## src/design/if_cfg_pkg.sv

```systemverilog
// Fetch stage configuration
// Address and word widths, trap vector layout and default buffer depth
`default_nettype none

package if_cfg_pkg;

  // Width of addresses and instruction words
  parameter int unsigned addr_width = 32;

  // mtvec base holds the address bits above bit 6
  parameter int unsigned mtvec_width = 25;

  // Interrupt index used for vectored traps
  parameter int unsigned irq_id_width = 5;

  // Zero bits appended below the mtvec base
  parameter int unsigned mtvec_align_bits = addr_width - mtvec_width;

  // Vector table entries are one word apart
  parameter int unsigned vector_shift = 2;

  // Default depth of the instruction buffer and the outstanding queue
  parameter int unsigned fifo_depth_default = 4;

endpackage

`default_nettype wire

```

## src/design/if_types_pkg.sv

```systemverilog
// Fetch stage types
// Next-PC source encoding and the records that move between fetch blocks
`default_nettype none

package if_types_pkg;

  ////////////////////////////////////////////////////////////
  // Next-PC source select
  ////////////////////////////////////////////////////////////

  typedef enum logic [2:0] {
    PC_BOOT     = 3'd0,
    PC_JUMP     = 3'd1,
    PC_BRANCH   = 3'd2,
    PC_MRET     = 3'd3,
    PC_TRAP_EXC = 3'd4,
    PC_TRAP_IRQ = 3'd5,
    PC_TRAP_DBD = 3'd6
  } pc_mux_e;

  ////////////////////////////////////////////////////////////
  // Fetch records
  ////////////////////////////////////////////////////////////

  // One fetched word with its address and bus error flag
  typedef struct packed {
    logic [if_cfg_pkg::addr_width-1:0] pc;
    logic [if_cfg_pkg::addr_width-1:0] word;
    logic                              err;
  } fetch_entry_t;

  // One granted request still waiting for its response
  typedef struct packed {
    logic [if_cfg_pkg::addr_width-1:0] addr;
    // Response belongs to a fetch stream that was redirected
    logic                              stale;
  } out_req_t;

endpackage

`default_nettype wire

```

## src/design/fetch_out_if.sv

```systemverilog
// Buffered instruction channel
// Prefetcher offers the buffer head, the IF/ID register pops it
`timescale 1ns/1ps
`default_nettype none

interface fetch_out_if;

  // Buffer holds at least one word
  logic                       valid;
  // Buffer head
  if_types_pkg::fetch_entry_t entry;
  // Head consumed this cycle, only while valid
  logic                       pop;

  modport source (
    output valid,
    output entry,
    input  pop
  );

  modport sink (
    input  valid,
    input  entry,
    output pop
  );

endinterface

`default_nettype wire

```

## src/design/fetch_fifo.sv

```systemverilog
// Small synchronous FIFO
// Circular buffer with fill count and single-cycle flush, generic payload
`timescale 1ns/1ps
`default_nettype none

module fetch_fifo #(
  parameter int unsigned FIFO_DEPTH = if_cfg_pkg::fifo_depth_default,
  parameter type         payload_t  = logic [31:0]
) (
  input  wire logic                              clk,
  input  wire logic                              rst_n,
  input  wire logic                              flush_i,
  input  wire logic                              push_i,
  input  wire payload_t                          push_data_i,
  input  wire logic                              pop_i,
  output payload_t                               head_o,
  output logic                                   empty_o,
  output logic [$clog2(FIFO_DEPTH+1)-1:0]        count_o
);

  localparam int unsigned PTR_W = (FIFO_DEPTH > 1) ? $clog2(FIFO_DEPTH) : 1;
  localparam int unsigned CNT_W = $clog2(FIFO_DEPTH + 1);

  // Storage
  payload_t         mem [FIFO_DEPTH];

  logic [PTR_W-1:0] rd_ptr;
  logic [PTR_W-1:0] wr_ptr;
  logic [CNT_W-1:0] count;

  // Pointer increment with wrap at the last slot
  function automatic logic [PTR_W-1:0] next_ptr(input logic [PTR_W-1:0] ptr);
    return (ptr == PTR_W'(FIFO_DEPTH - 1)) ? '0 : ptr + 1'b1;
  endfunction

  always_ff @(posedge clk or negedge rst_n) begin
    if (!rst_n) begin
      rd_ptr <= '0;
      wr_ptr <= '0;
      count  <= '0;
    end else if (flush_i) begin
      // Flush wins over push and pop in the same cycle
      rd_ptr <= '0;
      wr_ptr <= '0;
      count  <= '0;
    end else begin
      if (push_i) begin
        wr_ptr <= next_ptr(wr_ptr);
      end
      if (pop_i) begin
        rd_ptr <= next_ptr(rd_ptr);
      end
      // Fill count only moves when exactly one side is active
      if (push_i && !pop_i) begin
        count <= count + 1'b1;
      end else if (pop_i && !push_i) begin
        count <= count - 1'b1;
      end
    end
  end

  // Write port
  always_ff @(posedge clk) begin
    if (push_i && !flush_i) begin
      mem[wr_ptr] <= push_data_i;
    end
  end

  assign head_o  = mem[rd_ptr];
  assign empty_o = (count == '0);
  assign count_o = count;

endmodule

`default_nettype wire

```

## src/design/pc_mux.sv

```systemverilog
// Next-PC selection
// Picks the fetch target by source and flags mtvec init on boot
// Purely combinational
`timescale 1ns/1ps
`default_nettype none

module pc_mux (
  input  wire if_types_pkg::pc_mux_e                   pc_mux_i,
  input  wire logic                                    pc_set_i,
  input  wire logic [if_cfg_pkg::addr_width-1:0]       boot_addr_i,
  input  wire logic [if_cfg_pkg::addr_width-1:0]       jump_target_i,
  input  wire logic [if_cfg_pkg::addr_width-1:0]       branch_target_i,
  input  wire logic [if_cfg_pkg::addr_width-1:0]       mepc_i,
  input  wire logic [if_cfg_pkg::addr_width-1:0]       dm_halt_addr_i,
  input  wire logic [if_cfg_pkg::mtvec_width-1:0]      mtvec_addr_i,
  input  wire logic [if_cfg_pkg::irq_id_width-1:0]     irq_id_i,
  output logic [if_cfg_pkg::addr_width-1:0]            branch_addr_o,
  output logic                                         csr_mtvec_init_o
);

  localparam int unsigned AW = if_cfg_pkg::addr_width;

  logic [AW-1:0] trap_base;
  logic [AW-1:0] irq_offset;

  // Exception target is the mtvec base itself
  assign trap_base  = {mtvec_addr_i, {if_cfg_pkg::mtvec_align_bits{1'b0}}};
  // One word per interrupt index
  assign irq_offset = AW'(irq_id_i) << if_cfg_pkg::vector_shift;

  always_comb begin
    // Boot target unless a source says otherwise
    branch_addr_o = {boot_addr_i[AW-1:2], 2'b00};
    unique case (pc_mux_i)
      if_types_pkg::PC_BOOT:     branch_addr_o = {boot_addr_i[AW-1:2], 2'b00};
      if_types_pkg::PC_JUMP:     branch_addr_o = jump_target_i;
      if_types_pkg::PC_BRANCH:   branch_addr_o = branch_target_i;
      // Return from trap
      if_types_pkg::PC_MRET:     branch_addr_o = mepc_i;
      if_types_pkg::PC_TRAP_EXC: branch_addr_o = trap_base;
      // Vectored interrupt entry
      if_types_pkg::PC_TRAP_IRQ: branch_addr_o = trap_base + irq_offset;
      if_types_pkg::PC_TRAP_DBD: branch_addr_o = {dm_halt_addr_i[AW-1:2], 2'b00};
      default:                   branch_addr_o = {boot_addr_i[AW-1:2], 2'b00};
    endcase
  end

  // CSR file loads its mtvec reset value on boot
  assign csr_mtvec_init_o = pc_set_i && (pc_mux_i == if_types_pkg::PC_BOOT);

endmodule

`default_nettype wire

```

## src/design/prefetch_unit.sv

```systemverilog
// Instruction prefetcher
// Issues word fetches on the request/grant bus, queues granted addresses,
// drops responses of redirected streams and buffers the rest
`timescale 1ns/1ps
`default_nettype none

module prefetch_unit #(
  parameter int unsigned FIFO_DEPTH = if_cfg_pkg::fifo_depth_default
) (
  input  wire logic                                clk,
  input  wire logic                                rst_n,
  input  wire logic                                pc_set_i,
  input  wire logic [if_cfg_pkg::addr_width-1:0]   branch_addr_i,
  output logic                                     instr_req_o,
  output logic [if_cfg_pkg::addr_width-1:0]        instr_addr_o,
  input  wire logic                                instr_gnt_i,
  input  wire logic                                instr_rvalid_i,
  input  wire logic [if_cfg_pkg::addr_width-1:0]   instr_rdata_i,
  input  wire logic                                instr_err_i,
  output logic                                     busy_o,
  fetch_out_if.source                              fetch
);

  localparam int unsigned AW    = if_cfg_pkg::addr_width;
  localparam int unsigned CNT_W = $clog2(FIFO_DEPTH + 1);

  logic                       fetch_en;
  logic [AW-1:0]              req_addr;
  // Redirect that arrived while a request waited for its grant
  logic                       redir_pend;
  logic [AW-1:0]              redir_addr;
  // Responses still owed to streams older than the last redirect
  logic [CNT_W-1:0]           drop_cnt;

  logic                       space_ok;
  logic                       req_accept;
  logic                       rsp_drop;

  if_types_pkg::out_req_t     out_push_data;
  if_types_pkg::out_req_t     out_head;
  logic                       out_empty;
  logic [CNT_W-1:0]           out_cnt;

  if_types_pkg::fetch_entry_t buf_push_data;
  logic                       buf_empty;
  logic [CNT_W-1:0]           buf_cnt;

  ////////////////////////////////////////////////////////////
  // Request side
  ////////////////////////////////////////////////////////////

  // Slots left once all outstanding words have landed in the buffer
  assign space_ok    = (int'(out_cnt) + int'(buf_cnt)) < FIFO_DEPTH;
  assign instr_req_o = fetch_en && space_ok;
  assign req_accept  = instr_req_o && instr_gnt_i;

  always_ff @(posedge clk or negedge rst_n) begin
    if (!rst_n) begin
      fetch_en   <= 1'b0;
      req_addr   <= '0;
      redir_pend <= 1'b0;
      redir_addr <= '0;
    end else if (pc_set_i) begin
      fetch_en <= 1'b1;
      if (instr_req_o && !instr_gnt_i) begin
        // Bus address must stay put until granted
        redir_pend <= 1'b1;
        redir_addr <= branch_addr_i;
      end else begin
        redir_pend <= 1'b0;
        req_addr   <= branch_addr_i;
      end
    end else if (req_accept) begin
      if (redir_pend) begin
        redir_pend <= 1'b0;
        req_addr   <= redir_addr;
      end else begin
        // Sequential fetch
        req_addr <= req_addr + AW'(4);
      end
    end
  end

  assign instr_addr_o = req_addr;

  // Grant in a redirect cycle, or of a held old request, is stale
  assign out_push_data.addr  = req_addr;
  assign out_push_data.stale = pc_set_i || redir_pend;

  ////////////////////////////////////////////////////////////
  // Outstanding requests
  ////////////////////////////////////////////////////////////

  fetch_fifo #(
    .FIFO_DEPTH (FIFO_DEPTH),
    .payload_t  (if_types_pkg::out_req_t)
  ) i_out_fifo (
    .clk         (clk),
    .rst_n       (rst_n),
    .flush_i     (1'b0),
    .push_i      (req_accept),
    .push_data_i (out_push_data),
    .pop_i       (instr_rvalid_i),
    .head_o      (out_head),
    .empty_o     (out_empty),
    .count_o     (out_cnt)
  );

  always_ff @(posedge clk or negedge rst_n) begin
    if (!rst_n) begin
      drop_cnt <= '0;
    end else if (pc_set_i) begin
      // Everything queued before this cycle is now stale
      drop_cnt <= out_cnt - CNT_W'(instr_rvalid_i);
    end else if (instr_rvalid_i && (drop_cnt != '0)) begin
      drop_cnt <= drop_cnt - 1'b1;
    end
  end

  assign rsp_drop = (drop_cnt != '0) || out_head.stale;

  ////////////////////////////////////////////////////////////
  // Instruction buffer
  ////////////////////////////////////////////////////////////

  assign buf_push_data.pc   = out_head.addr;
  assign buf_push_data.word = instr_rdata_i;
  assign buf_push_data.err  = instr_err_i;

  // Redirect flushes the buffer, flush wins over a same-cycle push
  fetch_fifo #(
    .FIFO_DEPTH (FIFO_DEPTH),
    .payload_t  (if_types_pkg::fetch_entry_t)
  ) i_buf_fifo (
    .clk         (clk),
    .rst_n       (rst_n),
    .flush_i     (pc_set_i),
    .push_i      (instr_rvalid_i && !rsp_drop),
    .push_data_i (buf_push_data),
    .pop_i       (fetch.pop),
    .head_o      (fetch.entry),
    .empty_o     (buf_empty),
    .count_o     (buf_cnt)
  );

  // Old stream words are hidden in the redirect cycle
  assign fetch.valid = !buf_empty && !pc_set_i;

  assign busy_o = !out_empty;

endmodule

`default_nettype wire

```

## src/design/if_id_register.sv

```systemverilog
// IF/ID pipeline register
// Valid/ready handshake toward decode, kill and halt masking,
// registered instruction for the decode stage
`timescale 1ns/1ps
`default_nettype none

module if_id_register (
  input  wire logic                                clk,
  input  wire logic                                rst_n,
  input  wire logic                                kill_if_i,
  input  wire logic                                halt_if_i,
  input  wire logic                                id_ready_i,
  fetch_out_if.sink                                fetch,
  output logic                                     if_valid_o,
  output logic                                     id_valid_o,
  output logic [if_cfg_pkg::addr_width-1:0]        id_pc_o,
  output logic [if_cfg_pkg::addr_width-1:0]        id_instr_o,
  output logic                                     id_err_o
);

  logic if_transfer;

  // Kill and halt both hide the buffer head from decode
  assign if_valid_o  = fetch.valid && !kill_if_i && !halt_if_i;
  assign if_transfer = if_valid_o && id_ready_i;

  // Kill throws the head away, halt leaves it in place
  assign fetch.pop = fetch.valid && (kill_if_i || if_transfer);

  ////////////////////////////////////////////////////////////
  // Pipeline register
  ////////////////////////////////////////////////////////////

  always_ff @(posedge clk or negedge rst_n) begin
    if (!rst_n) begin
      id_valid_o <= 1'b0;
      id_pc_o    <= '0;
      id_instr_o <= '0;
      id_err_o   <= 1'b0;
    end else if (if_transfer) begin
      id_valid_o <= 1'b1;
      id_pc_o    <= fetch.entry.pc;
      id_instr_o <= fetch.entry.word;
      id_err_o   <= fetch.entry.err;
    end else if (id_ready_i) begin
      // Decode took the old one and nothing new came in
      id_valid_o <= 1'b0;
    end
    // Decode stalled, everything holds
  end

endmodule

`default_nettype wire

```

## src/design/if_stage.sv

```systemverilog
// Instruction fetch stage
// Next-PC mux, prefetcher with instruction buffer and IF/ID register
`timescale 1ns/1ps
`default_nettype none

module if_stage #(
  parameter int unsigned FIFO_DEPTH = if_cfg_pkg::fifo_depth_default
) (
  input  wire logic                                clk,
  input  wire logic                                rst_n,
  // Control
  input  wire logic                                pc_set_i,
  input  wire if_types_pkg::pc_mux_e               pc_mux_i,
  input  wire logic                                kill_if_i,
  input  wire logic                                halt_if_i,
  // Target addresses
  input  wire logic [if_cfg_pkg::addr_width-1:0]   boot_addr_i,
  input  wire logic [if_cfg_pkg::addr_width-1:0]   jump_target_i,
  input  wire logic [if_cfg_pkg::addr_width-1:0]   branch_target_i,
  input  wire logic [if_cfg_pkg::addr_width-1:0]   mepc_i,
  input  wire logic [if_cfg_pkg::addr_width-1:0]   dm_halt_addr_i,
  input  wire logic [if_cfg_pkg::mtvec_width-1:0]  mtvec_addr_i,
  input  wire logic [if_cfg_pkg::irq_id_width-1:0] irq_id_i,
  // Instruction bus
  output logic                                     instr_req_o,
  output logic [if_cfg_pkg::addr_width-1:0]       instr_addr_o,
  input  wire logic                                instr_gnt_i,
  input  wire logic                                instr_rvalid_i,
  input  wire logic [if_cfg_pkg::addr_width-1:0]   instr_rdata_i,
  input  wire logic                                instr_err_i,
  // Decode side
  output logic                                     if_valid_o,
  input  wire logic                                id_ready_i,
  output logic                                     id_valid_o,
  output logic [if_cfg_pkg::addr_width-1:0]       id_pc_o,
  output logic [if_cfg_pkg::addr_width-1:0]       id_instr_o,
  output logic                                     id_err_o,
  // Status
  output logic [if_cfg_pkg::addr_width-1:0]       pc_if_o,
  output logic                                     csr_mtvec_init_o,
  output logic                                     if_busy_o
);

  logic [if_cfg_pkg::addr_width-1:0] branch_addr;

  fetch_out_if fetch_if ();

  pc_mux i_pc_mux (
    .pc_mux_i         (pc_mux_i),
    .pc_set_i         (pc_set_i),
    .boot_addr_i      (boot_addr_i),
    .jump_target_i    (jump_target_i),
    .branch_target_i  (branch_target_i),
    .mepc_i           (mepc_i),
    .dm_halt_addr_i   (dm_halt_addr_i),
    .mtvec_addr_i     (mtvec_addr_i),
    .irq_id_i         (irq_id_i),
    .branch_addr_o    (branch_addr),
    .csr_mtvec_init_o (csr_mtvec_init_o)
  );

  prefetch_unit #(
    .FIFO_DEPTH (FIFO_DEPTH)
  ) i_prefetch_unit (
    .clk            (clk),
    .rst_n          (rst_n),
    .pc_set_i       (pc_set_i),
    .branch_addr_i  (branch_addr),
    .instr_req_o    (instr_req_o),
    .instr_addr_o   (instr_addr_o),
    .instr_gnt_i    (instr_gnt_i),
    .instr_rvalid_i (instr_rvalid_i),
    .instr_rdata_i  (instr_rdata_i),
    .instr_err_i    (instr_err_i),
    .busy_o         (if_busy_o),
    .fetch          (fetch_if.source)
  );

  if_id_register i_if_id_register (
    .clk        (clk),
    .rst_n      (rst_n),
    .kill_if_i  (kill_if_i),
    .halt_if_i  (halt_if_i),
    .id_ready_i (id_ready_i),
    .fetch      (fetch_if.sink),
    .if_valid_o (if_valid_o),
    .id_valid_o (id_valid_o),
    .id_pc_o    (id_pc_o),
    .id_instr_o (id_instr_o),
    .id_err_o   (id_err_o)
  );

  // Address of the instruction waiting at the buffer head
  assign pc_if_o = fetch_if.entry.pc;

endmodule

`default_nettype wire

```

## config.mk

```make
export PLATFORM = sky130hd
export DESIGN_NAME = if_stage
export DESIGN_NICKNAME = d
export VERILOG_FILES = /design/src/design/if_cfg_pkg.sv /design/src/design/if_types_pkg.sv /design/src/design/fetch_out_if.sv /design/src/design/fetch_fifo.sv /design/src/design/pc_mux.sv /design/src/design/prefetch_unit.sv /design/src/design/if_id_register.sv /design/src/design/if_stage.sv
export SDC_FILE = /design/constraint.sdc
export NUM_CORES = 1
export LEC_CHECK = 0
export BUFFER_PORTS_ARGS = -buffer_cell sky130_fd_sc_hd__buf_2
export CORE_MARGIN = 8
export CORE_UTILIZATION = 39
export CTS_BUF_LIST = sky130_fd_sc_hd__clkbuf_8
export CTS_CLUSTER_DIAMETER = 100
export DETAILED_ROUTE_END_ITERATION = 6
export PLACE_DENSITY = 0.58
export SYNTH_ARGS = -nofsm -noshare
export SYNTH_HDL_FRONTEND = slang
export SYNTH_SLANG_ARGS = --single-unit
```

## constraint.sdc

```tcl
create_clock -name clk -period 4.6 [get_ports clk]
set_clock_uncertainty 0.15 [all_clocks]
set_input_delay 0.23 -clock clk [delete_from_list [all_inputs] [get_ports clk]]
set_output_delay 0.23 -clock clk [all_outputs]
set_load 0.05 [all_outputs]
```

# Word-level counts from Yosys, hierarchy flattened
# Memory sizes are Yosys's and may differ from the RTL's.
# Cells that the tools add are included.
totals:
  ram_bits: 392
  in_bits: 234
  regBits: 149
  word_cells: 114
  n_memories: 2
  out_inout_bits: 134
memory_table:
  columns: ["memory", "words", "word_bits", "read_ports", "rd_clocked_by_memory_dff", "write_ports", "line", "text"]
  rows:
  - ["i_prefetch_unit.i_buf_fifo.mem", 4, 65, 1, 0, 1, "fetch_fifo.sv:25", "payload_t mem [FIFO_DEPTH];"]
  - ["i_prefetch_unit.i_out_fifo.mem", 4, 33, 1, 0, 1, "fetch_fifo.sv:25", null]
classes:
  addsub: 13
  order_cmp: 1
  eq_ne: 11
  n_reduce_logical: 43
  muxes: 29
op_table:
  columns: ["operator", "count"]
  rows:
  - ["$pmux 32 s6", 1]
  - ["$mux 32", 4]
  - ["$add 32x3->32 const B", 1]
  - ["$add 32x7->32", 1]
  - ["$lt 32x3->1 const B", 1]
  - ["$mux 3", 7]
  - ["$logic_and 1x1->1", 16]
  - ["$mux 2", 8]
  - ["$reduce_bool 2->1", 6]
  - ["$logic_not 1->1", 11]
  - ["$eq 3x3->1 const B", 3]
  - ["$logic_not 3->1", 3]
  - ["$mux 1", 9]
  - ["$sub 3x1->3 const B", 3]
  - ["$add 2x1->2 const B", 4]
  - ["$eq 2x2->1 const B", 4]
  - ["$add 3x1->3 const B", 2]
  - ["$eq 3x2->1 const B", 2]
  - ["$reduce_bool 3->1", 2]
  - ["$add 3x3->4", 1]
  - ["$reduce_and 2->1", 2]
  - ["$eq 3x1->1 const B", 1]
  - ["$logic_or 1x1->1", 3]
  - ["$sub 3x1->3", 1]
  - ["$ne 2x2->1 const B", 1]

# Logic depth before layout (Yosys ltp)
# Gate-level depths: netlist (run 1).
logic_depth:
  ltp_word: 12
  ltp_mapped: 13
  mapped_depth_nobuf: 12

# By module
# From an unflattened synthesis (run 1), not the netlist that was laid out.
unflattened:
  hier_cells: 1456
  area_unflattened_um2: 23887.9
modules_own_cells:
  columns: ["module", "area_each_um2", "instances", "cells_per_inst", "seq_area_each_um2"]
  rows:
  - ["fetch_fifo (i_prefetch_unit.i_buf_fifo)", 9878.2, 1, 388, 7982.7]
  - ["fetch_fifo (i_prefetch_unit.i_out_fifo)", 5275.1, 1, 220, 4139.0]
  - ["prefetch_unit", 4085.2, 1, 430, 1726.7]
  - ["if_id_register", 2695.1, 1, 144, 1651.6]
  - ["pc_mux", 1954.4, 1, 274, 0.0]

# Least setup slack after synthesis (run 1)
# No wires, ideal clock.
synth_path:
  path_kind: "reg2reg"
  startpoint: "reg i_prefetch_unit.i_out_fifo.rd_ptr[0]"
  endpoint: "mem i_prefetch_unit.i_buf_fifo.mem[0][0] (netlist bit), enable pin"
  setup_time_ns: 0.430
  synth_period_minus_slack_ns: 3.746
  n_path_buf: 2
  t_required_ns: 4.020
  slack_ns: 0.854
  t_arrival_ns: 3.165
  path_stages_with_launch: 7
  path_cell_list: "dfrtp_1 buf_6 mux4_2 or3_1 buf_6 nor2_1 and2_1"
synth_between:
  elab_chain_len: 7
synth_rtl:
  columns: ["item", "line", "text"]
  rows:
  - ["start, declared", "fetch_fifo.sv:27", "logic [PTR_W-1:0] rd_ptr;"]
  - ["start signal, assigned", "fetch_fifo.sv:51", "rd_ptr <= next_ptr(rd_ptr);"]
  - ["$mem_v2 4x33", null, null]
  - ["$logic_or 1x1->1", "prefetch_unit.sv:120", "assign rsp_drop = (drop_cnt != '0) || out_head.stale;"]
  - ["$logic_not 1->1", "prefetch_unit.sv:138", ".push_i (instr_rvalid_i && !rsp_drop),"]
  - ["$logic_and 1x1->1", "prefetch_unit.sv:138", null]
  - ["$logic_and 1x1->1", "fetch_fifo.sv:64", "if (push_i && !flush_i) begin"]
  - ["$mux 1", "fetch_fifo.sv:64", null]
  - ["$mux 1 (not written as such)", "fetch_fifo.sv:65", "mem[wr_ptr] <= push_data_i;"]
  - ["end, declared", "fetch_fifo.sv:25", null]
# No other way between the ends.

# Worst setup path in the final report (run 1)
layout_path:
  startpoint: "reg i_prefetch_unit.i_out_fifo.count[2], in the netlist i_prefetch_unit.i_out_fifo.count_o[2]"
  endpoint: "reg i_prefetch_unit.req_addr[1], in the netlist i_prefetch_unit.instr_addr_o[1]"
layout_between:
  elab_chain_len: 6
  elab_cells_between_ends: 8
  cone_classes: "add/sub: 1; order compare: 1; eq/ne: 1; reduce/logical: 5"
layout_rtl:
  columns: ["item", "line", "text"]
  rows:
  - ["start, declared", "fetch_fifo.sv:29", "logic [CNT_W-1:0] count;"]
  - ["start signal, assigned", "fetch_fifo.sv:55", "count <= count + 1'b1;"]
  - ["start signal, assigned", "fetch_fifo.sv:57", "count <= count - 1'b1;"]
  - ["$add 3x3->4 (*)", "prefetch_unit.sv:53", "assign space_ok = (int'(out_cnt) + int'(buf_cnt)) < FIFO_DEPTH;"]
  - ["$lt 32x3->1 (*)", "prefetch_unit.sv:53", null]
  - ["$logic_and 1x1->1 (*)", "prefetch_unit.sv:54", "assign instr_req_o = fetch_en && space_ok;"]
  - ["$logic_and 1x1->1, on equally long branches", "prefetch_unit.sv:65, prefetch_unit.sv:55", null]
  - ["$ne 2x2->1 (no line) / $reduce_bool 2->1 (equally long branches)", null, null]
  - ["$reduce_and 2->1 (no line) (*)", null, null]
  - ["end signal, assigned", "prefetch_unit.sv:71", "req_addr <= branch_addr_i;"]
  - ["end signal, assigned", "prefetch_unit.sv:76", "req_addr <= redir_addr;"]
  - ["end signal, assigned", "prefetch_unit.sv:79", "req_addr <= req_addr + AW'(4);"]
  - ["end, declared", "prefetch_unit.sv:28", "logic [AW-1:0] req_addr;"]
# Every way passes the cells marked *; elsewhere a longest branch is shown, timed or not.
# A chain may end at the register's enable or synchronous reset.

==> results of run 1 <==
## final timing paths
path | cells after the start | endpoint
setup reg to reg | 12 | i_prefetch_unit.instr_addr_o[1]
setup / recovery | 12 | i_prefetch_unit.instr_addr_o[1]
min in group asynchronous | 3 | i_if_id_register.id_pc_o[26]
max in group asynchronous | 4 | i_prefetch_unit.i_buf_fifo.rd_ptr[0]
hold reg to reg | 1 | i_prefetch_unit.fetch_en
hold / removal | 3 | i_prefetch_unit.redir_addr[29]
## sequential cells by signal, indices dropped and copies added (netlist names)
| name | count |
|---|---|
| i_prefetch_unit.i_buf_fifo.mem | 260 |
| i_prefetch_unit.i_out_fifo.mem | 132 |
| i_if_id_register.id_instr_o | 32 |
| i_if_id_register.id_pc_o | 32 |
| i_prefetch_unit.instr_addr_o | 32 |
| i_prefetch_unit.redir_addr | 32 |
| i_prefetch_unit.drop_cnt | 3 |
| i_prefetch_unit.i_buf_fifo.count_o | 3 |
| i_prefetch_unit.i_out_fifo.count_o | 3 |
| i_prefetch_unit.i_buf_fifo.rd_ptr | 2 |
| i_prefetch_unit.i_buf_fifo.wr_ptr | 2 |
| i_prefetch_unit.i_out_fifo.rd_ptr | 2 |
| i_prefetch_unit.i_out_fifo.wr_ptr | 2 |
| i_if_id_register.id_err_o | 1 |
| i_if_id_register.id_valid_o | 1 |
| i_prefetch_unit.fetch_en | 1 |
| i_prefetch_unit.redir_pend | 1 |
## layout by cell type (no fill, tap or decap), types with 12 or more instances in the layout
| cell type | Yosys | routed |
|---|---|---|
| a21oi_1 | 69 | 68 |
| buf_2 | 28 | 361 |
| buf_4 | 65 | 23 |
| clkbuf_8 | 0 | 102 |
| clkinv_1 | 2 | 13 |
| dfrtp_1 | 149 | 146 |
| dlygate4sd3_1 | 0 | 93 |
| edfxtp_1 | 392 | 392 |
| ha_1 | 17 | 17 |
| inv_1 | 30 | 64 |
| mux2_2 | 88 | 88 |
| mux2i_1 | 35 | 35 |
| mux4_2 | 98 | 98 |
| nand2_1 | 80 | 79 |
| nor2_1 | 65 | 65 |
| nor2b_1 | 15 | 15 |
| nor3_1 | 15 | 15 |
| o21ai_0 | 99 | 99 |
| o22ai_1 | 22 | 22 |
| o32ai_1 | 12 | 12 |
## kinds of logic after synthesis
| group | count (synthesis) |
|---|---|
| DFF | 541 |
| AOI/OAI and AO/OA | 296 |
| and+or+nand+nor | 246 |
| muxes | 221 |
| buffers and inverters | 193 |
| adders and majority gates | 19 |
| xor gates and xnor gates | 14 |
## power by group through the flow
stage | clock network, uW | logic, uW | registers [uW]
global placement | 0 | 5390 | 7320
CTS | 4140 | 5610 | 7300
detailed placement | 0 | 5480 | 7390
floorplan | 0 | 3320 | 8060
finish | 4000 | 5500 | 7290
global route | 4350 | 5900 | 7430
## through the flow
stage / worst slack, ns / power (uW) / utilization / instances
after CTS: 0.179 / 17000 / 0.473 / 2797
final: 0.196 / 16800 / 0.473 / 2800
after detailed placement: 1.18 / 12900 / 0.428 / 2540
after global routing: 0.0336 / 17700 / 0.473 / 2799
after floorplan: 0.854 / 11400 / - / 1530
after global placement: 1.24 / 12700 / 0.428 / 2540
## final cells by class
class | instances | area [um2] | share of cell area
tap | 782 | 978 | 0.0345
inverter | 34 | 128 | 0.00451
multi-input combinational | 796 | 6990 | 0.247
timing repair buffer | 481 | 2990 | 0.106
clock buffer | 102 | 1400 | 0.0496
sequential | 541 | 15500 | 0.548
clock inverter | 61 | 324 | 0.0114
antenna | 3 | 7.51 | 0.000265
## metal layers
metal,global-route usage,vias to the layer above
met5,0,-
met4,0.0671,4
met3,0.0401,95
met2,0.302,514
met1,0.218,7298
li1,-,6715
## worst min-delay path, delay by kind of cell
kind	cells	cell delay, ns
buffers and inverters	1	0.08
AOI/OAI and AO/OA	2	0.49
## timing repair
item | 4_1_cts | 5_1_grt
hold endpoints to repair | 259 | 0
hold buffers | 94 | 0
buffers inserted | 0 | 0
==> metrics.txt, run 1 <==
Cell Area, Placed=25,600 um2; clk root buf=clkbuf_8; Via density=5.22; grt ovf=0; count of mapped cells out of synthesis=~1,500; layout cells sized above 1=0.358; mux share of post-synthesis cell area=0.151; Max Used Layer=met5; Yosys reg bits=541; Critical Path Start=i_prefetch_unit.i_out_fifo.count_o[2]; core area=between 50,000 and 60,000 um2; Crit-path slowest cell=dlygate4sd3_1; Post-synth top cells=edfxtp_1 (392), dfrtp_1 (149), o21ai_0 (99); Metal-1 WL=25,400 um; r2r setup slk=0.20 ns; YS warnings=0; PortBufs=363; Die Y=between 200 and 300 um; clk sink count=541; Initial Utilization=0.392; Compound-Gate Fraction of Synth Area=0.0787; worst slew pin tran=1.07 ns; worst skew pair latency=0.66 ns; delay of the slowest critical-path stage=about 0.58 ns; Crit. End Element=register; Worst Path Required=~5.0 ns; switching power=around 6400 uW; post-synth top area share=0.501; Tcrit/Tclk final=0.957; Design Area, Final=~28,000 um2; largest fanout on the critical path=26; Adder-Cell Fraction of Synth Area=0.0108; hold_sp=boot_addr_i[29]; Combinational Power Share=0.328; critical path's top delay family=buffers and inverters; ranking of synthesized cells by area=edfxtp_1 (50%), dfrtp_1 (16%), mux4_2 (9.4%); clock transition at the registers of the reported paths=roughly 0.060 ns; Seq/Total Area, Yosys=0.660; met2 wire len=just over 30,000 um; Max Clock Freq=about 0.23 GHz; drt total wl=61,200 um; max-cap viol count=0; total iterations of the first detailed-routing run=5; xor/xnor share of the synthesized area=0.00522; RSZ-0062 raised after global routing=no; Worst Path Arrival=roughly 4.8 ns; CP Buf/Inv Count=4; dominant synthesized flop cell=edfxtp_1; Pleak=0.0109 uW; count of unique library cells instantiated by Yosys=67; htree depth=3; Final nets=2,194; fillers=between 5,000 and 6,000; Vias=around 15,000; antenna violations before repair=5; dpl hpwl=between 40,000 and 50,000 um; final setup TNS=0 ns; cell taking the most area after synthesis=edfxtp_1; Fin. Hold Viols=0; Cell Chain, Critical Path=ha_1 -> or4b_1 -> a31o_2 -> inv_2 -> nand2_1 -> inv_2 -> a21o_2 -> nand2_1 -> o22ai_1 -> dlygate4sd3_1 -> a21oi_1 -> dlygate4sd3_1; CTS max path bufs=3; P_int=~10,000 uW; number of flops mapped to enable cells by yosys=approximately 390; Ports=approximately 370; Power Density=593 nW/um2; PostCTS Resize Cnt=0; first-pass GRT wire length=between 90,000 and 100,000 um; sequential share of power=0.434; most frequent cell after synthesis=edfxtp_1; Async SR Flop Fraction=0.275; FF-to-FF Start=i_prefetch_unit.i_out_fifo.count_o[2]; Synth Cell Area=between 20,000 and 25,000 um2; Post-route DRC=0; Tightest Hold Check Type=primary input to register; largest family of logic cells by synthesized area=multiplexers; post-synth net total=between 1,500 and 2,000; vias in the first global route=between 15,000 and 20,000; number of core rows=90; minimum clock period=roughly 4.4 ns; GPL Wtd Cong=between 0.9 and 1; Worst IR Drop VDD=0.000239 V; Slew headroom=0.288; max-slew violation count=0; met3 WL=approximately 3800 um; Syn Area/Cell=~15 um2; largest net degree at the start of global routing=85; switching part of the total=0.380; Clk network pwr share=0.238; worst hold slack=between 0.05 and 0.06 ns; Die X-Extent=261 um; Post-Synth Simple-Gate Area=0.0504; critical path class=register to register; DRT antenna net count=0; crit path launch type=register; CTS Buf Count=between 80 and 90; Area growth, synth to finish=20.7%; final setup violation count=0; CTS tree=yes; status=completed; drt wl/cell=between 20 and 25 um; DR iter-0 viols=746; GRT Overall Usage=0.177; die area=68,300 um2
Power figures use the tool's default switching activity.
==> run 2: changes to the inputs <==
Settings changed: CORE_UTILIZATION 39 to 45, PLACE_DENSITY 0.58 to 0.66.
==> metrics.txt, run 2 (synthesis gave the netlist of run 1 again) <==
status=completed (unchanged); Pleak=0.0108 uW (was 0.0109 uW); PortBufs=363 (unchanged); max-cap viol count=0 (unchanged); Die X-Extent=244 um (was 261 um); sequential share of power=0.440 (was 0.434); r2r setup slk=0.35 ns (was 0.20 ns); Via density=5.49 (was 5.22); worst slew pin tran=1.04 ns (was 1.07 ns); sink of the worst hold path=i_prefetch_unit.redir_addr[15] (was i_prefetch_unit.redir_addr[29]); drt wl/cell=22.2 um (was 21.9 um); Post-route DRC=0 (unchanged); switching part of the total=0.381 (was 0.380); number of core rows=83 (was 90); CP Buf/Inv Count=4 (unchanged); Area growth, synth to finish=19.2% (was 20.7%); htree depth=3 (unchanged); layout cells sized above 1=0.354 (was 0.358); drt total wl=59,600 um (was 61,200 um); clk root buf=clkbuf_8 (unchanged); DR iter-0 viols=841 (was 746); met2 wire len=30,000 um (was 30,300 um); delay of the slowest critical-path stage=0.57 ns (was 0.58 ns); clock transition at the registers of the reported paths=0.07 ns (was 0.06 ns); Worst R2R End=i_prefetch_unit.instr_addr_o[1] (unchanged); Cell Chain, Critical Path=ha_1 -> or4b_1 -> a31o_2 -> inv_2 -> nand2_1 -> inv_2 -> a21o_4 -> nand2_1 -> o22ai_1 -> dlygate4sd3_1 -> a21oi_1 -> dlygate4sd3_1 (was ha_1 -> or4b_1 -> a31o_2 -> inv_2 -> nand2_1 -> inv_2 -> a21o_2 -> nand2_1 -> o22ai_1 -> dlygate4sd3_1 -> a21oi_1 -> dlygate4sd3_1); CTS max path bufs=3 (unchanged); largest net degree at the start of global routing=108 (was 85); Worst Path Required=4.98 ns (was 4.97 ns); Crit-path slowest cell=dlygate4sd3_1 (unchanged); Max Used Layer=met4 (was met5); Largest register FFs=260 (unchanged); first-pass GRT wire length=91,200 um (was 92,700 um); GPL Wtd Cong=0.887 (was 0.923); Hold Crit Depth=5 (was 3); hold_sp=mtvec_addr_i[8] (was boot_addr_i[29]); worst skew pair latency=0.65 ns (was 0.66 ns); total iterations of the first detailed-routing run=5 (unchanged); Slew headroom=0.308 (was 0.288); vias in the first global route=15,286 (was 15,533); grt ovf=0 (unchanged); Worst Path Arrival=4.63 ns (was 4.77 ns); P_int=10,200 uW (was 10,400 uW); Tcrit/Tclk final=0.924 (was 0.957); CTS Buf Count=84 (was 87); antenna violations before repair=2 (was 5); Max Clock Freq=0.235 GHz (was 0.227 GHz); final setup violation count=0 (unchanged); commonest cells after routing, fill and taps aside=edfxtp_1 (392), buf_2 (361), dfrtp_1 (146) (unchanged); Power Density=591 nW/um2 (was 593 nW/um2); crit path launch type=register (unchanged); DRT antenna net count=0 (unchanged); critical path class=register to register (unchanged); RSZ-0062 raised after global routing=no (unchanged); Fin. Hold Viols=0 (unchanged); FF-to-FF Start=i_prefetch_unit.i_out_fifo.count_o[2] (unchanged); biggest regs=i_prefetch_unit.i_buf_fifo.mem x260, i_prefetch_unit.i_out_fifo.mem x132 (unchanged); worst reg-to-reg path cell count=12 (unchanged); Initial Utilization=0.457 (was 0.392); largest fanout on the critical path=26 (unchanged); Clk network pwr share=0.227 (was 0.238); clk sink count=541 (unchanged); area of the multi-input gates=6990 um2 (about the same); Top reg by flops=i_prefetch_unit.i_buf_fifo.mem (unchanged); CTS tree=yes (unchanged); critical path's top delay family=buffers and inverters (unchanged); commonest non-fill, non-tap cell in the layout=edfxtp_1 (unchanged); Combinational Power Share=0.333 (was 0.328); GRT Overall Usage=0.195 (was 0.177); minimum clock period=4.25 ns (was 4.40 ns); Vias=14,722 (was 14,626); Tightest Hold Check Type=primary input to register (unchanged); final setup TNS=0 ns (unchanged); met3 WL=4220 um (was 3760 um); Crit. End Element=register (unchanged); dpl hpwl=40,400 um (was 40,700 um); Ports=368 (unchanged); die area=59,700 um2 (was 68,300 um2); fillers=4,203 (was 5,358); core area=51,400 um2 (was 59,900 um2); Metal-1 WL=24,300 um (was 25,400 um); Util after Layout=0.545 (was 0.473); FF/Latch Area=15,500 um2 (unchanged); Final nets=2,183 (was 2,194); Worst IR Drop VDD=0.000308 V (was 0.000239 V); switching power=6300 uW (was 6380 uW); Die Y=244 um (was 261 um); max-slew violation count=0 (unchanged)
==> run 2: power groups by stage <==
stage	registers (uW)	clock network, uW	logic [uW]
floorplan	8060	0	3320
global placement	7310	0	5330
detailed placement	7390	0	5440
CTS	7290	3870	5580
global route	7420	4090	5910
finish	7290	3750	5510
==> run 2: repair_timing <==
item                                    CTS  global route
endpoints found under the hold margin   335             0
hold buffers                             88             0
endpoints found under the setup margin    0             2
buffers inserted                          0             0
gates resized for setup                   0             1
==> run 2: final cells by class <==
| cell class | instances | area share |
|---|---|---|
| clock inverter | 72 | 0.0147 |
| sequential | 541 | 0.554 |
| multi-input combinational | 796 | 0.250 |
| clock buffer | 85 | 0.0418 |
| tap | 680 | 0.0304 |
| inverter | 34 | 0.00456 |
| timing repair buffer | 473 | 0.105 |
| antenna | 2 | 0.000179 |
==> run 2: through the flow <==
stage / hold slack [ns] / instance area [um2] / setup WS, ns / total power (uW) / cells
CTS: 0.00448 / 28000 / 0.151 / 16700 / 2681
detailed placement: 0.0271 / 25500 / 1.22 / 12800 / 2436
floorplan: -0.216 / 23500 / 0.854 / 11400 / 1530
global route: 0.0542 / 28000 / 0.161 / 17400 / 2682
global placement: 0.0246 / 25500 / 1.26 / 12600 / 2436
finish: 0.0480 / 28000 / 0.349 / 16500 / 2683
==> run 2: worst reg2reg max path: cells and delay by family (launching register included) <==
kind | cells | cell delay, ns
flip-flops | 1 | 0.44
AND/OR/NAND/NOR | 3 | 0.97
buffers and inverters | 4 | 1.46
adder cells (fa/ha/maj) | 1 | 0.30
AO/OA/AOI/OAI | 4 | 0.82
==> run 2: how the worst max path moves through the flow <==
stage                                                      from                                     to  cells past startpoint
after floorplan            i_prefetch_unit.i_out_fifo.rd_ptr[0]   i_prefetch_unit.i_buf_fifo.mem[0][0]                      6
after global placement    i_prefetch_unit.i_out_fifo.count_o[2]  i_prefetch_unit.i_out_fifo.mem[0][23]                      7
after detailed placement  i_prefetch_unit.i_out_fifo.count_o[2]        i_prefetch_unit.instr_addr_o[1]                     10
after CTS                 i_prefetch_unit.i_out_fifo.count_o[2]        i_prefetch_unit.instr_addr_o[1]                     12
after global routing      i_prefetch_unit.i_out_fifo.count_o[2]        i_prefetch_unit.instr_addr_o[1]                     12
final                     i_prefetch_unit.i_out_fifo.count_o[2]        i_prefetch_unit.instr_addr_o[1]                     12
==> run 2: layer usage <==
metal  track usage  vias up
li1              -     6670
met2         0.332      551
met1         0.246     7416
met5             0        -
met3        0.0503       85
met4        0.0557        0
==> run 3: changes to the inputs <==
--- a/config.mk
+++ b/config.mk
@@ -13,2 +13,3 @@
 export DETAILED_ROUTE_END_ITERATION = 6
+export GPL_TIMING_DRIVEN = 0
 export PLACE_DENSITY = 0.66
==> constraint.sdc (replaced) <==
create_clock -name clk -period 4.6 [get_ports clk]
set_clock_uncertainty 0.15 [all_clocks]
set_input_delay 0.69 -clock clk [delete_from_list [all_inputs] [get_ports clk]]
set_output_delay 0.69 -clock clk [all_outputs]
set_load 0.05 [all_outputs]
==> metrics.txt, run 3 (synthesis gave the netlist of run 1 again) <==
fin worst setup slack=0.720 ns (was 0.349 ns); sequential share of power=0.420 (was 0.440); commonest non-fill, non-tap cell in the layout=edfxtp_1 (unchanged); number of core rows=83 (unchanged); minimum clock period=3.88 ns (was 4.25 ns); Clk network pwr share=0.240 (was 0.227); r2r setup slk=1.11 ns (was 0.35 ns); Top reg by flops=i_prefetch_unit.i_buf_fifo.mem (unchanged); Fin. Hold Viols=0 (unchanged); Worst IR Drop VDD=0.000317 V (was 0.000308 V); total iterations of the first detailed-routing run=5 (unchanged); Post-CTS Setup Inserts=0 (unchanged); commonest cells after routing, fill and taps aside=edfxtp_1 (392), buf_2 (389), dfrtp_1 (149) (was edfxtp_1 (392), buf_2 (361), dfrtp_1 (146)); Initial Utilization=0.457 (unchanged); max-cap viol count=0 (unchanged); grt ovf=0 (unchanged); clk root buf=clkbuf_8 (unchanged); PostCTS Resize Cnt=0 (unchanged); layout cells sized above 1=0.387 (was 0.354); final setup violation count=0 (unchanged); Combinational Power Share=0.340 (was 0.333); Tcrit/Tclk final=0.844 (was 0.924); # placed instances=2,580 (was 2,436); drt total wl=66,600 um (was 59,600 um); CTS Buf Count=85 (was 84); htree depth=3 (unchanged); CTS max path bufs=3 (unchanged); Layout Cells excl Fill=2,748 (was 2,683); antenna violations before repair=11 (was 2); Die X-Extent=244 um (unchanged); Largest register FFs=260 (unchanged); Tightest Hold Check Type=primary input to register (unchanged); vias in the first global route=16,140 (was 15,286); clk sink count=541 (unchanged); worst slew pin tran=0.938 ns (was 1.04 ns); worst hold slack=0.130 ns (was 0.0480 ns); clock transition at the registers of the reported paths=0.06 ns (was 0.07 ns); Via density=5.53 (was 5.49); Pleak=0.0110 uW (was 0.0108 uW); switching power=6520 uW (was 6300 uW); Power Density=614 nW/um2 (was 591 nW/um2); largest net degree at the start of global routing=93 (was 108); Crit. End Element=primary output (was register); PortBufs=362 (was 363); Hold Crit Depth=1 (was 5); P_int=10,800 uW (was 10,200 uW); drt wl/cell=24.2 um (was 22.2 um); Area growth, synth to finish=20.0% (was 19.2%); dpl hpwl=49,000 um (was 40,400 um); DR iter-0 viols=1,018 (was 841); critical path class=register to primary output (was register to register); Worst Path Required=3.76 ns (was 4.98 ns); Ports=368 (unchanged); max-slew violation count=0 (unchanged); Design Area, Final=28,200 um2 (was 28,000 um2); worst reg-to-reg path cell count=8 (was 12); RSZ-0062 raised after global routing=no (unchanged); GPL Wtd Cong=0.965 (was 0.887); Worst Path Arrival=3.04 ns (was 4.63 ns); core area=51,400 um2 (unchanged); worst skew pair latency=0.63 ns (was 0.65 ns); DRT antenna net count=0 (unchanged); first-pass GRT wire length=99,900 um (was 91,200 um); switching part of the total=0.377 (was 0.381); Cell Area, Placed=26,400 um2 (was 25,500 um2); Slew headroom=0.375 (was 0.308); biggest regs=i_prefetch_unit.i_buf_fifo.mem x260, i_prefetch_unit.i_out_fifo.mem x132 (unchanged); GRT Overall Usage=0.219 (was 0.195); die area=59,700 um2 (unchanged); Die Y=244 um (unchanged); CTS tree=yes (unchanged); Final nets=2,241 (was 2,183); worst slack, placed=0.769 ns (was 1.22 ns); fillers=4,257 (was 4,203); Post-route DRC=0 (unchanged); Max Clock Freq=0.258 GHz (was 0.235 GHz); crit path launch type=register (unchanged); status=completed (unchanged); largest fanout on the critical path=10 (was 26); Vias=15,196 (was 14,722); final setup TNS=0 ns (unchanged)
## run 3: critical path: stages, from the launching register on
cell and delay, ns:
dfrtp_1 0.49, clkbuf_1 0.53, buf_1 0.58, mux4_2 0.45
buf_4 0.15, buf_2 0.20
## run 3: per-layer routing
metal | routed length, um | GRT usage | vias up
met3 | 4400 | 0.0541 | 127
met2 | 33500 | 0.378 | 582
met5 | 69 | 0 | -
li1 | - | - | 6808
met1 | 26400 | 0.261 | 7669
met4 | 2230 | 0.0873 | 10
## run 3: through the flow
stage	util	power [uW]
3_3_place_gp	0.508	13100
3_5_place_dp	0.513	13300
6_report	0.548	17300
5_1_grt	0.548	18100
2_1_floorplan	-	11400
4_1_cts	0.547	17500
## run 3: worst paths after layout
| check | startpoint | endpoint |
|---|---|---|
| min in group asynchronous | rst_n | i_if_id_register.id_instr_o[15] |
| worst max register to register | i_prefetch_unit.i_buf_fifo.count_o[2] | i_prefetch_unit.i_out_fifo.mem[2][20] |
| worst min-delay path | instr_rdata_i[27] | i_prefetch_unit.i_buf_fifo.mem[0][28] |
| max in group asynchronous | rst_n | i_prefetch_unit.instr_addr_o[23] |
| worst max-delay path | i_prefetch_unit.i_buf_fifo.rd_ptr[1] | pc_if_o[25] |
| worst min register to register | i_prefetch_unit.fetch_en | i_prefetch_unit.fetch_en |
## run 3: final cells by class
type | count | area [um2] | area share
clock buffers | 93 | 1280 | 0.0455
repair buffers | 371 | 2030 | 0.0719
diodes | 7 | 17.5 | 0.000622
clock inverters | 67 | 498 | 0.0177
inverters | 34 | 128 | 0.00453
well taps | 680 | 851 | 0.0302
flip-flops and latches | 541 | 15500 | 0.550
multi-input cells | 796 | 6970 | 0.247
plain buffers | 159 | 893 | 0.0317
## run 3: power by group through the flow
stage	registers, uW	logic [uW]	clock network, uW
after global routing	7370	6300	4470
final	7270	5890	4150
after CTS	7260	5960	4250
after floorplan	8060	3320	0
after global placement	7300	5810	0
after detailed placement	7360	5940	0
## run 3: timing repair
item	4_1_cts	5_1_grt
hold buffers	1	0
endpoints found under the setup margin	0	0
hold endpoints to repair	57	0
